$ cat config.mk
export PLATFORM = sky130hd
export DESIGN_NAME = robot_nav_top
export DESIGN_NICKNAME = d
export VERILOG_FILES = /design/src/source/nav_pkg.sv /design/src/source/link_pkg.sv /design/src/source/echo_ranger.sv /design/src/source/smoothing_filter.sv /design/src/source/drive_decider.sv /design/src/source/command_link.sv /design/src/source/uart_tx.sv /design/src/source/robot_nav_top.sv
export SDC_FILE = /design/constraint.sdc
export NUM_CORES = 1
export LEC_CHECK = 0
export BUFFER_PORTS_ARGS = -buffer_cell sky130_fd_sc_hd__buf_2
export CAP_MARGIN = 10
export CORE_MARGIN = 4
export CORE_UTILIZATION = 56
export CTS_CLUSTER_SIZE = 20
export DETAILED_ROUTE_END_ITERATION = 10
export PLACE_DENSITY = 0.76
export SLEW_MARGIN = 20
export SYNTH_ARGS = -nofsm -noshare
export SYNTH_HDL_FRONTEND = slang
export SYNTH_SLANG_ARGS = --single-unit
$ cat constraint.sdc
create_clock -name clk_50 -period 2.5 [get_ports clk_50]
set_input_delay 0.125 -clock clk_50 [delete_from_list [all_inputs] [get_ports clk_50]]
set_output_delay 0.125 -clock clk_50 [all_outputs]
set_load 0.01 [all_outputs]
$ cat src/source/nav_pkg.sv
package nav_pkg;

	// distance from the ultrasonic ranger
	typedef logic [7:0] distance_t; // whole cm, saturates at 255

	// heading from the camera direction detector
	typedef logic [4:0] direction_t; // 0..24, 12 straight ahead

	typedef struct packed {
		logic       no_target; // no target in view
		direction_t direction; // low bits, averaged by the filter
	} heading_sample_t;

	// ranging constants
	localparam int CYCLES_PER_CM = 4;    // echo cycles per cm
	localparam int RANGE_PERIOD  = 2048; // cycles between trigger starts
	localparam int TRIG_CYCLES   = 10;   // trigger pulse width
	localparam int ECHO_TIMEOUT  = 1100; // no echo by this cycle -> far

	// derived counter widths
	localparam int PERIOD_W = $clog2(RANGE_PERIOD);
	localparam int CM_SUB_W = $clog2(CYCLES_PER_CM);

	localparam distance_t DIST_MAX = 8'd255; // reported on timeout

endpackage

$ cat src/source/link_pkg.sv
package link_pkg;

	// motion commands sent to the base
	typedef enum logic [2:0] {
		STOP,
		FORWARD,
		BACK,
		LEFT,
		RIGHT,
		SEARCH,
		HOLD
	} drive_cmd_e;

	typedef struct packed {
		logic       manual; // from the override, sent in lower case
		drive_cmd_e cmd;
	} cmd_word_t;

	// ascii codes on the serial link
	localparam logic [7:0] ASCII_STOP    = "S";
	localparam logic [7:0] ASCII_FORWARD = "F";
	localparam logic [7:0] ASCII_BACK    = "B";
	localparam logic [7:0] ASCII_LEFT    = "L";
	localparam logic [7:0] ASCII_RIGHT   = "R";
	localparam logic [7:0] ASCII_SEARCH  = "?";
	localparam logic [7:0] ASCII_HOLD    = "H";
	localparam logic [7:0] ASCII_LOWER   = 8'h20; // case bit

	// uart framing, 8N1
	localparam int BAUD_DIV   = 16; // clocks per bit
	localparam int BAUD_W     = $clog2(BAUD_DIV);
	localparam int FRAME_BITS = 10; // start + 8 data + stop
	localparam int FRAME_W    = $clog2(FRAME_BITS);

	// decision thresholds
	localparam int STOP_CM      = 20;
	localparam int FOLLOW_LO_CM = 60;
	localparam int FOLLOW_HI_CM = 100;
	localparam int DIR_CENTER   = 12;
	localparam int DIR_DEADBAND = 3;

endpackage

$ cat src/source/echo_ranger.sv
module echo_ranger import nav_pkg::*; (
	input  logic      clk_50,
	input  logic      reset,
	input  logic      echo,
	output logic      trig,
	output distance_t distance,
	output logic      dist_valid
);

	logic [PERIOD_W-1:0] period_cnt; // cycle index within the period
	logic [CM_SUB_W-1:0] sub_cnt;    // cycles into the current cm
	distance_t           cm_cnt;     // whole cm so far
	logic                echo_d;     // echo one cycle ago
	logic                done;       // result already sent this period
	logic                period_end;
	logic                armed;
	logic                echo_fall;
	logic                report_echo;
	logic                report_timeout;

	assign period_end     = (period_cnt == PERIOD_W'(RANGE_PERIOD - 1));
	assign armed          = !done && !period_end;
	assign echo_fall      = echo_d && !echo;
	assign report_echo    = armed && echo_fall;
	assign report_timeout = armed && !echo_fall && (period_cnt == PERIOD_W'(ECHO_TIMEOUT));

	always_ff @(posedge clk_50 or posedge reset) begin
		if (reset) begin
			period_cnt <= PERIOD_W'(RANGE_PERIOD - 1); // wraps to 0 on first clock
			trig       <= 1'b0;
			echo_d     <= 1'b0;
			done       <= 1'b1; // nothing to report before first trigger
			sub_cnt    <= '0;
			cm_cnt     <= '0;
			dist_valid <= 1'b0;
		end else begin
			echo_d     <= echo;
			period_cnt <= period_end ? '0 : period_cnt + 1'b1;
			trig       <= period_end || (period_cnt < PERIOD_W'(TRIG_CYCLES - 1)); // cycles 0..9
			dist_valid <= report_echo || report_timeout;
			if (period_end) begin // fresh measurement
				done    <= 1'b0;
				sub_cnt <= '0;
				cm_cnt  <= '0;
			end else if (report_echo || report_timeout) begin
				done <= 1'b1;
			end else if (armed && echo) begin
				if (sub_cnt == CM_SUB_W'(CYCLES_PER_CM - 1)) begin // one more whole cm
					sub_cnt <= '0;
					if (cm_cnt != DIST_MAX)
						cm_cnt <= cm_cnt + 1'b1; // saturate
				end else begin
					sub_cnt <= sub_cnt + 1'b1;
				end
			end
		end
	end

	// result register
	always_ff @(posedge clk_50) begin
		if (report_echo)
			distance <= cm_cnt; // floor(width / CYCLES_PER_CM)
		else if (report_timeout)
			distance <= DIST_MAX; // missing or overlong echo
	end

endmodule

$ cat src/source/smoothing_filter.sv
module smoothing_filter #(
	parameter type sample_t   = logic [7:0],
	parameter int  VALUE_BITS = $bits(sample_t) // numeric field in the low bits
) (
	input  logic    clk_50,
	input  logic    reset,
	input  sample_t sample,
	input  logic    sample_valid,
	output sample_t smoothed,
	output logic    smoothed_valid
);

	localparam int SAMPLE_BITS = $bits(sample_t);

	logic [SAMPLE_BITS-1:0] old_bits;  // current output as a vector
	logic [SAMPLE_BITS-1:0] next_bits; // flags from the sample, value averaged
	logic [VALUE_BITS+1:0]  acc;       // 3*old + new, two spare bits

	assign old_bits = smoothed;

	always_comb begin
		acc = {2'b00, old_bits[VALUE_BITS-1:0]}
			+ {1'b0, old_bits[VALUE_BITS-1:0], 1'b0}
			+ {2'b00, sample[VALUE_BITS-1:0]};
		next_bits                   = sample; // upper flag bits pass through
		next_bits[VALUE_BITS-1:0]   = acc[VALUE_BITS+1:2]; // divide by 4, floor
	end

	always_ff @(posedge clk_50 or posedge reset) begin
		if (reset) begin
			smoothed       <= sample_t'('0); // average starts at zero
			smoothed_valid <= 1'b0;
		end else begin
			smoothed_valid <= sample_valid;
			if (sample_valid)
				smoothed <= sample_t'(next_bits);
		end
	end

endmodule

$ cat src/source/drive_decider.sv
module drive_decider import nav_pkg::*, link_pkg::*; (
	input  logic            clk_50,
	input  logic            reset,
	input  distance_t       distance,
	input  logic            dist_valid,
	input  heading_sample_t heading,
	input  logic            manual_active,
	input  drive_cmd_e      manual_cmd,
	output cmd_word_t       cmd,
	output logic            cmd_req,
	input  logic            cmd_ack
);

	cmd_word_t decision;   // combinational choice
	cmd_word_t last_word;  // newest changed word, also the one still to send
	logic      have_last;  // something sent since reset
	logic      pend_valid;
	logic      changed;    // new word on this strobe
	logic      idle;       // four-phase cycle fully closed

	// priority rules with the top one winning
	always_comb begin
		decision.manual = 1'b0;
		decision.cmd    = HOLD;
		if (manual_active) begin
			decision.manual = 1'b1;
			decision.cmd    = manual_cmd;
		end else if (heading.no_target)
			decision.cmd = SEARCH;
		else if (distance < STOP_CM)
			decision.cmd = STOP;
		else if (heading.direction < DIR_CENTER - DIR_DEADBAND)
			decision.cmd = LEFT;
		else if (heading.direction > DIR_CENTER + DIR_DEADBAND)
			decision.cmd = RIGHT;
		else if (distance < FOLLOW_LO_CM)
			decision.cmd = BACK; // too close to target
		else if (distance > FOLLOW_HI_CM)
			decision.cmd = FORWARD; // falling behind
	end

	assign changed = dist_valid && (!have_last || (decision != last_word));
	assign idle    = !cmd_req && !cmd_ack;

	always_ff @(posedge clk_50 or posedge reset) begin
		if (reset) begin
			cmd_req    <= 1'b0;
			pend_valid <= 1'b0;
			have_last  <= 1'b0;
		end else begin
			if (changed)
				have_last <= 1'b1;
			if (cmd_req && cmd_ack)
				cmd_req <= 1'b0; // phase 3
			if (idle && (changed || pend_valid)) begin
				cmd_req    <= 1'b1; // phase 1
				pend_valid <= 1'b0;
			end else if (changed) begin
				pend_valid <= 1'b1; // newest word overwrites
			end
		end
	end

	// words
	always_ff @(posedge clk_50) begin
		if (changed)
			last_word <= decision;
		if (idle && changed)
			cmd <= decision; // straight through when free
		else if (idle && pend_valid)
			cmd <= last_word;
	end

endmodule

$ cat src/source/command_link.sv
module command_link import link_pkg::*; (
	input  logic       clk_50,
	input  logic       reset,
	input  cmd_word_t  cmd,
	input  logic       cmd_req,
	output logic       cmd_ack,
	output logic [7:0] tx_byte,
	output logic       tx_req,
	input  logic       tx_ack
);

	typedef enum logic [1:0] {
		L_IDLE, // waiting for a command
		L_LOAD, // byte latched, req next cycle
		L_REQ,  // waiting for uart ack
		L_DONE  // waiting for uart ack to drop
	} link_state_e;

	link_state_e state;
	logic [7:0]  code; // upper case code of cmd
	logic        take; // accept a command this cycle

	always_comb begin
		case (cmd.cmd)
			STOP:    code = ASCII_STOP;
			FORWARD: code = ASCII_FORWARD;
			BACK:    code = ASCII_BACK;
			LEFT:    code = ASCII_LEFT;
			RIGHT:   code = ASCII_RIGHT;
			SEARCH:  code = ASCII_SEARCH;
			default: code = ASCII_HOLD;
		endcase
	end

	assign take = (state == L_IDLE) && cmd_req && !cmd_ack;

	always_ff @(posedge clk_50 or posedge reset) begin
		if (reset) begin
			state   <= L_IDLE;
			cmd_ack <= 1'b0;
			tx_req  <= 1'b0;
		end else begin
			if (cmd_ack && !cmd_req)
				cmd_ack <= 1'b0; // phase 4, command side
			case (state)
				L_IDLE: if (take) begin
					cmd_ack <= 1'b1; // phase 2, command side
					state   <= L_LOAD;
				end
				L_LOAD: begin
					tx_req <= 1'b1;
					state  <= L_REQ;
				end
				L_REQ: if (tx_ack) begin
					tx_req <= 1'b0;
					state  <= L_DONE;
				end
				default: if (!tx_ack)
					state <= L_IDLE; // uart cycle closed
			endcase
		end
	end

	always_ff @(posedge clk_50) begin
		if (take)
			tx_byte <= cmd.manual ? (code | ASCII_LOWER) : code; // lower case if manual
	end

endmodule

$ cat src/source/uart_tx.sv
module uart_tx import link_pkg::*; (
	input  logic       clk_50,
	input  logic       reset,
	input  logic [7:0] tx_byte,
	input  logic       tx_req,
	output logic       tx_ack,
	output logic       txd
);

	logic [FRAME_BITS-1:0] shift_reg; // bit 0 on the line
	logic [BAUD_W-1:0]     baud_cnt;
	logic [FRAME_W-1:0]    bit_cnt;  // bits sent in this frame
	logic                  busy;
	logic                  load;
	logic                  bit_end;

	assign load    = !busy && tx_req && !tx_ack;
	assign bit_end = (baud_cnt == BAUD_W'(BAUD_DIV - 1));
	assign txd     = shift_reg[0];

	always_ff @(posedge clk_50 or posedge reset) begin
		if (reset) begin
			shift_reg <= '1; // line idles high
			baud_cnt  <= '0;
			bit_cnt   <= '0;
			busy      <= 1'b0;
			tx_ack    <= 1'b0;
		end else begin
			if (tx_ack && !tx_req)
				tx_ack <= 1'b0; // phase 4
			if (load) begin
				shift_reg <= {1'b1, tx_byte, 1'b0}; // stop, data lsb first, start
				baud_cnt  <= '0;
				bit_cnt   <= '0;
				busy      <= 1'b1;
				tx_ack    <= 1'b1; // phase 2, ack on load
			end else if (busy) begin
				if (bit_end) begin
					baud_cnt  <= '0;
					shift_reg <= {1'b1, shift_reg[FRAME_BITS-1:1]}; // refill with idle
					if (bit_cnt == FRAME_W'(FRAME_BITS - 1))
						busy <= 1'b0; // stop bit done
					else
						bit_cnt <= bit_cnt + 1'b1;
				end else begin
					baud_cnt <= baud_cnt + 1'b1;
				end
			end
		end
	end

endmodule

$ cat src/source/robot_nav_top.sv
module robot_nav_top import nav_pkg::*, link_pkg::*; (
	input  logic            clk_50,
	input  logic            reset,
	input  logic            echo,
	output logic            trig,
	input  heading_sample_t head_sample,
	input  logic            head_valid,
	input  logic            manual_active,
	input  drive_cmd_e      manual_cmd,
	output logic            txd
);

	distance_t       raw_dist;   // ranger to filter
	logic            raw_valid;
	distance_t       filt_dist;  // filter to decider
	logic            filt_valid;
	heading_sample_t filt_head;  // latest smoothed heading
	cmd_word_t       cmd;        // decider to link
	logic            cmd_req;
	logic            cmd_ack;
	logic [7:0]      tx_byte;    // link to uart
	logic            tx_req;
	logic            tx_ack;

	echo_ranger ranger_i (
		.clk_50     (clk_50),
		.reset      (reset),
		.echo       (echo),       // from sensor
		.trig       (trig),       // to sensor
		.distance   (raw_dist),
		.dist_valid (raw_valid)
	);

	smoothing_filter #(.sample_t(distance_t)) dist_filter_i (
		.clk_50         (clk_50),
		.reset          (reset),
		.sample         (raw_dist),
		.sample_valid   (raw_valid),
		.smoothed       (filt_dist),
		.smoothed_valid (filt_valid)
	);

	smoothing_filter #(
		.sample_t   (heading_sample_t),
		.VALUE_BITS ($bits(direction_t)) // no_target rides on top
	) head_filter_i (
		.clk_50         (clk_50),
		.reset          (reset),
		.sample         (head_sample),
		.sample_valid   (head_valid),
		.smoothed       (filt_head),
		.smoothed_valid ()            // decider reads level only
	);

	drive_decider decider_i (
		.clk_50        (clk_50),
		.reset         (reset),
		.distance      (filt_dist),
		.dist_valid    (filt_valid),
		.heading       (filt_head),
		.manual_active (manual_active),
		.manual_cmd    (manual_cmd),
		.cmd           (cmd),
		.cmd_req       (cmd_req),
		.cmd_ack       (cmd_ack)
	);

	command_link link_i (
		.clk_50  (clk_50),
		.reset   (reset),
		.cmd     (cmd),
		.cmd_req (cmd_req),
		.cmd_ack (cmd_ack),
		.tx_byte (tx_byte),
		.tx_req  (tx_req),
		.tx_ack  (tx_ack)
	);

	uart_tx uart_i (
		.clk_50  (clk_50),
		.reset   (reset),
		.tx_byte (tx_byte),
		.tx_req  (tx_req),
		.tx_ack  (tx_ack),
		.txd     (txd)     // to base
	);

endmodule

### After elaboration in Yosys (flattened, before gate mapping)

Cells that the tools add are included.

* add/sub/neg operators: 9
* multipliers: 0
* divide/modulo/power cells: 0
* $lt $le $gt $ge: 6
* equality and inequality tests: 19
* shift operators: 0
* multiplexer cells: 54
* bitwise operators: 0
* reduce and logical (&&, ||, !) cells: 52

Operators by type and width (count)
* $mux W8: 7
* $pmux W7 S6: 1
* $mux W4: 9
* $mux W10: 3
* $reduce_bool A2 Y1: 12
* $eq A11 B11 Y1 const B: 2
* $mux W3: 7
* $logic_and A1 B1 Y1: 18
* $mux W1: 17
* $mux W2: 7
* $add A11 B1 Y11 const B: 1
* $lt A11 B4 Y1 const B: 1
* $mux W11: 1
* $add A10 B8 Y10: 1
* $add A8 B9 Y10: 1
* $logic_not A1 Y1: 10
* $add A4 B1 Y4 const B: 2
* $add A8 B1 Y8 const B: 1
* $eq A4 B4 Y1 const B: 2
* $gt A8 B7 Y1 const B: 1
* $lt A8 B5 Y1 const B: 1
* $lt A8 B6 Y1 const B: 1
* $ne A2 B1 Y1 const B: 4
* $ne A8 B8 Y1 const B: 1
* 20 further kinds: 29

* flip-flop bits (word level): 91
* latch bits: 0
* bits in writable memories: 0
* memory bits (read-only): 0
* output and inout bits: 2
* logic and storage cells: 169
* memories kept: 0

### Longest topological paths before layout

* depth after elaboration: 14
* mapped depth: 10
* mapped depth without buffers: 10

### By module

A second synthesis with hierarchy kept.

* cell total of the unflattened synthesis: 486
* area total of the unflattened synthesis: 5205.0 µm²

Modules (own cells, without submodules)
* echo_ranger: instances 1, cells each 141, area each 1622.8 µm², seq. area each 880.8 µm²
* uart_tx: instances 1, cells each 94, area each 910.9 µm², seq. area each 486.7 µm²
* smoothing_filter (dist_filter_i): instances 1, cells each 78, area each 823.3 µm², seq. area each 225.2 µm²
* drive_decider: instances 1, cells each 79, area each 775.7 µm², seq. area each 315.3 µm²
* command_link: instances 1, cells each 47, area each 549.3 µm², seq. area each 310.3 µm²
* smoothing_filter (head_filter_i): instances 1, cells each 47, area each 523.0 µm², seq. area each 175.2 µm²

### Worst setup path after synthesis

OpenSTA, ideal clock, no wires.

* path kind: register -> register
* from: register ranger_i.period_cnt[0]
* to: register ranger_i.distance[0] (enable)
* setup time: 0.385 ns
* arrival time: 2.149 ns
* path slack: -0.035 ns
* stages on the path, launching flop included: 9
* path buffers: 1
* clock period less this slack: 2.535 ns
* path through: dfstp_2 ha_1 nand3_1 nor2_1 and3_1 and3_1 and2_1 buf_2 nor3_1

* word-level cells in the longest chain between the ends: 6
* elaborated cells on any way between the ends: 8
* classes of those cells: eq/ne (2); reduce/logical (6)

Ends and longest elaborated chain
* from (decl): line echo_ranger.sv:10 `logic [PERIOD_W-1:0] period_cnt;`
* from (signal assigned): line echo_ranger.sv:29 `period_cnt <= PERIOD_W'(RANGE_PERIOD - 1);`
* from (signal assigned): line echo_ranger.sv:38 `period_cnt <= period_end ? '0 : period_cnt + 1'b1;`
* $eq A11 B11 Y1: line echo_ranger.sv:21 `assign period_end = (period_cnt == PERIOD_W'(RANGE_PERIOD - 1));`
* $logic_not A1 Y1: line echo_ranger.sv:22 `assign armed = !done && !period_end;`
* $logic_and A1 B1 Y1: line echo_ranger.sv:22
* $logic_and A1 B1 Y1 (2 in a row): line echo_ranger.sv:25 `assign report_timeout = armed && !echo_fall && (period_cnt == PERIOD_W'(ECHO_TIMEOUT));`
* $reduce_bool A2 Y1 (no source line) *
* to (signal assigned): line echo_ranger.sv:62 `distance <= cm_cnt;`
* to (decl): line echo_ranger.sv:6 `output distance_t distance,`

Mark *: on every way between the ends. The rest lies on a longest branch, timed or not.
A chain may end at the register's enable or synchronous reset.

### Worst setup path after layout

* from: register dist_filter_i.smoothed[0] (netlist bit)
* to: register dist_filter_i.smoothed[5] (netlist bit)

* word-level cells in the longest chain between the ends: 2

Ends and longest elaborated chain
* from (decl): line smoothing_filter.sv:9 `output sample_t smoothed,`
* from (signal assigned): line smoothing_filter.sv:31 `smoothed <= sample_t'('0);`
* from (signal assigned): line smoothing_filter.sv:36 `smoothed <= sample_t'(next_bits);`
* $add A8 B9 Y10: line smoothing_filter.sv:23 `+ {1'b0, old_bits[VALUE_BITS-1:0], 1'b0}`
* $add A10 B8 Y10: line smoothing_filter.sv:24 `+ {2'b00, sample[VALUE_BITS-1:0]};`

Every way passes these cells.

==> impl_metrics.toml <==
[outcome]
status = "finished, violations left"
violations = "negative hold slack, negative setup slack"

[synthesis]
ys_types = 51
synth.avg_cell_area_um2 = 11.1
synth_nets = 469
synth_area_mm2 = 0.00468
ys_seq_area_frac = 0.506
synth_edf_count = 23
synthCells = 421
synthFlopType = "dfrtp_1"
synth_seq_cells = 89
yosysWarnings = 0
async_flop_share = 0.742

[setup_path]
rr_startpoint = "dist_filter_i.smoothed[0]$_DFFE_PP0P_"
critical-path-slowest-cell = "fa_1"
required_ns = 2.74
max_stage_delay_ns = 0.61
timing.critical_path.arrival_ns = 2.87
crit_path_end_kind = "flop"
r2r-end = "dist_filter_i.smoothed[5]$_DFFE_PP0P_"
criticalPathCategory = "flop to flop"
reg2reg_slack_ns = -0.13
startpoint_type = "flop"
crit_fanout = 2
cp_cell_sequence = "fa_1, nand3_2, fa_2, nor2b_4, o21ai_2, a21boi_1, o21ai_1, nand2b_1, xor2_1, mux2_4"
reg2reg_depth = 10

[global_routing]
gr-usage-met2 = 0.306
grt_max_degree = 67
grt_pass1_wl_mm = 14.2
use_met3 = 0.0463
antenna_found_initial = 0
grt_pass1_vias = 3154
grt_util_all_layers = 0.177
grt-busiest-layer = "met2"
use_met1 = 0.218
overflow = 0

[die]
die_y_um = 99.5
rows = 33
design.portCount = 16
fp.dieW_um = 99.5
initial_core_util = 0.573
dieArea_mm2 = 0.00989
coreArea_mm2 = 0.00818

[layout]
drive_gt1_frac = 0.214
area_growth_pct = 13.1
antenna_cells = 0
multi_input_area_mm2 = 0.00228
fillCellCount = 635
regArea_mm2 = 0.00237
fin_util = 0.648
largest_reg_flops = 11
layout.nets = 506

[placed_design]
hpwlAfterDp_mm = 5.74
io_buffers = 15
place_worst_setup_slack_ns = -0.109
place.gp.congestion = 0.875

[power]
seqPwrFrac = 0.485
combPwrFrac = 0.213
power.density_mw_per_mm2 = 633
sw_frac_of_total = 0.279
switchingPower_mw = 0.936
p_leak_nw = 2.37
p_int_mw = 2.42
p_clk_frac = 0.302
ir_drop_v = 0.000383

[timing]
min_period_ns = 2.63
rsz0062_at_grt = "yes"
hold_violations = 9
worst_slack_ns = -0.127
setup_viol = 3
max_slew_margin = 0.449
hold_ws_ns = -0.0101
slew_viol_final = 0
fin_crit_sh = 1.05
max_freq_mhz = 381
worstMarginPinSlew_ns = 0.827
clock_skew_ns = 0.00960

[routing]
drtPass1Iterations = 4
wirelength_mm = 8.28
drtAntennaViolNets = 0
drt-initial-drc-count = 111
via_per_inst = 5.56
vias = 3159
route.detailed.drc = 0
wire_per_inst_um = 14.6

[cts]
cts_buffers = 9
cts_tree = "built"
path_clk_slew_ns = 0.09
htreeDepth = 3
clock_latency_ns = 0.36
cts_num_sinks = 89
cts-root-buf = "clkbuf_8"
cts_buffer_depth = 2

[hold_path]
min-delay-path-class = "input port to asynchronous set/reset pin"

[flow_run]
max_cap_viol_count = 0
==> worst max-delay path, delay by kind of cell (launching register included) <==
family                     cells  cell delay (ns)
adders and majority gates      2             1.01
DFF                            1             0.41
xor gates and xnor gates       1             0.08
AOI/OAI and AO/OA              3             0.41
muxes                          1             0.26
and+or+nand+nor                3             0.35
==> cells in the mapped netlist (4+ instances only) <==
cell / instances / area [um2]
inv_1: 24 / 90.1
nor2b_1: 7 / 43.8
mux2i_1: 11 / 110
clkbuf_1: 6 / 22.5
a31oi_1: 5 / 31.3
nand2b_1: 12 / 75.1
nand4_1: 8 / 50.1
fa_1: 13 / 260
and3_1: 5 / 31.3
xnor2_1: 13 / 114
nor2_1: 42 / 158
o21ai_0: 27 / 135
edfxtp_1: 23 / 691
ha_1: 21 / 263
mux2_2: 11 / 124
nor3_1: 7 / 35.0
nand3_1: 11 / 55.1
xor2_1: 17 / 149
a21o_1: 4 / 30.0
dfrtp_1: 45 / 1130
nand2_1: 29 / 109
dfstp_2: 21 / 552
a21oi_1: 18 / 90.1
==> layout make-up <==
| class | instances | area share |
|---|---|---|
| sequential | 89 | 0.448 |
| multi-input combinational | 300 | 0.430 |
| clock inverter | 5 | 0.0118 |
| tap | 105 | 0.0248 |
| inverter | 24 | 0.0170 |
| timing repair buffer | 34 | 0.0421 |
| clock buffer | 11 | 0.0267 |
==> placed cells by master (no fill, tap or decap), types with 6 or more instances in the layout <==
master    synthesis  routed
nand4_1           8       8
ha_1             21      20
edfxtp_1         23      23
xnor2_1          13      13
buf_2             2      15
nor2_1           42      41
mux2_2           11       9
nand2_1          29      29
fa_1             13      12
a21oi_1          18      17
dfrtp_1          45      44
mux2i_1          11      11
dfstp_2          21      21
nand3_1          11      10
clkbuf_8          0      10
xor2_1           17      17
buf_4             0      17
o21ai_0          27      21
nand2b_1         12      12
nor3_1            7       6
inv_1            24      23
==> kinds of logic after synthesis <==
logic type | after synthesis | share of synthesized area
buffers and inverters | 32 | 0.0262
XOR/XNOR | 30 | 0.0561
AND/OR/NAND/NOR | 135 | 0.143
adder cells (fa/ha/maj) | 34 | 0.112
flip-flops | 89 | 0.506
multiplexers | 24 | 0.0548
AO/OA/AOI/OAI | 77 | 0.102
==> worst max path at each step <==
stage                                                     start                                    end  slack [ns]  cells after the start
after global routing      dist_filter_i.smoothed[0]$_DFFE_PP0P_  dist_filter_i.smoothed[5]$_DFFE_PP0P_       -0.28                     10
after detailed placement     ranger_i.distance[2]$_SDFFCE_PN1P_  dist_filter_i.smoothed[5]$_DFFE_PP0P_       -0.11                     10
after CTS                 dist_filter_i.smoothed[1]$_DFFE_PP0P_  dist_filter_i.smoothed[5]$_DFFE_PP0P_      -0.006                     10
after global placement       ranger_i.distance[2]$_SDFFCE_PN1P_  dist_filter_i.smoothed[5]$_DFFE_PP0P_      -0.008                     10
final                     dist_filter_i.smoothed[0]$_DFFE_PP0P_  dist_filter_i.smoothed[5]$_DFFE_PP0P_       -0.13                     10
after floorplan           dist_filter_i.smoothed[2]$_DFFE_PP0P_  dist_filter_i.smoothed[5]$_DFFE_PP0P_        0.08                     10
==> power by group through the flow <==
stage | sequential, mW | clock [mW] | combinational (mW)
after global placement | 1.65 | 0 | 0.681
after global routing | 1.64 | 1.10 | 0.829
after floorplan | 1.63 | 0 | 0.595
final | 1.63 | 1.01 | 0.713
after CTS | 1.63 | 1.04 | 0.725
after detailed placement | 1.66 | 0 | 0.717
==> per-stage QoR <==
stage               total power, mW  std cells  hold WS [ns]  TNS [ns]  instance area [um2]
finish                         3.35        568       -0.0101    -0.194                 5300
global route                   3.57        568        0.0575    -0.644                 5300
CTS                            3.39        565        0.0190  -0.00558                 5200
detailed placement             2.37        543         0.286    -0.166                 4940
global placement               2.33        543         0.279  -0.00778                 4940
floorplan                      2.23        421         0.156         0                 4690
==> metal layers <==
metal / vias to the layer above / wire length [um]
li1: 1547 / -
met4: 0 / 124
met1: 1556 / 3620
met2: 46 / 4300
met3: 10 / 238
met5: - / 0
==> timing repair <==
item / 4_1_cts / 5_1_grt
hold buffers: 2 / 0
endpoints found under the hold margin: 2 / 0
setup buffers: 4 / 5
pin swaps: 6 / 15
gates resized for setup: 4 / 18
endpoints found under the setup margin: 4 / 15
(Power assumes the default switching activity.)
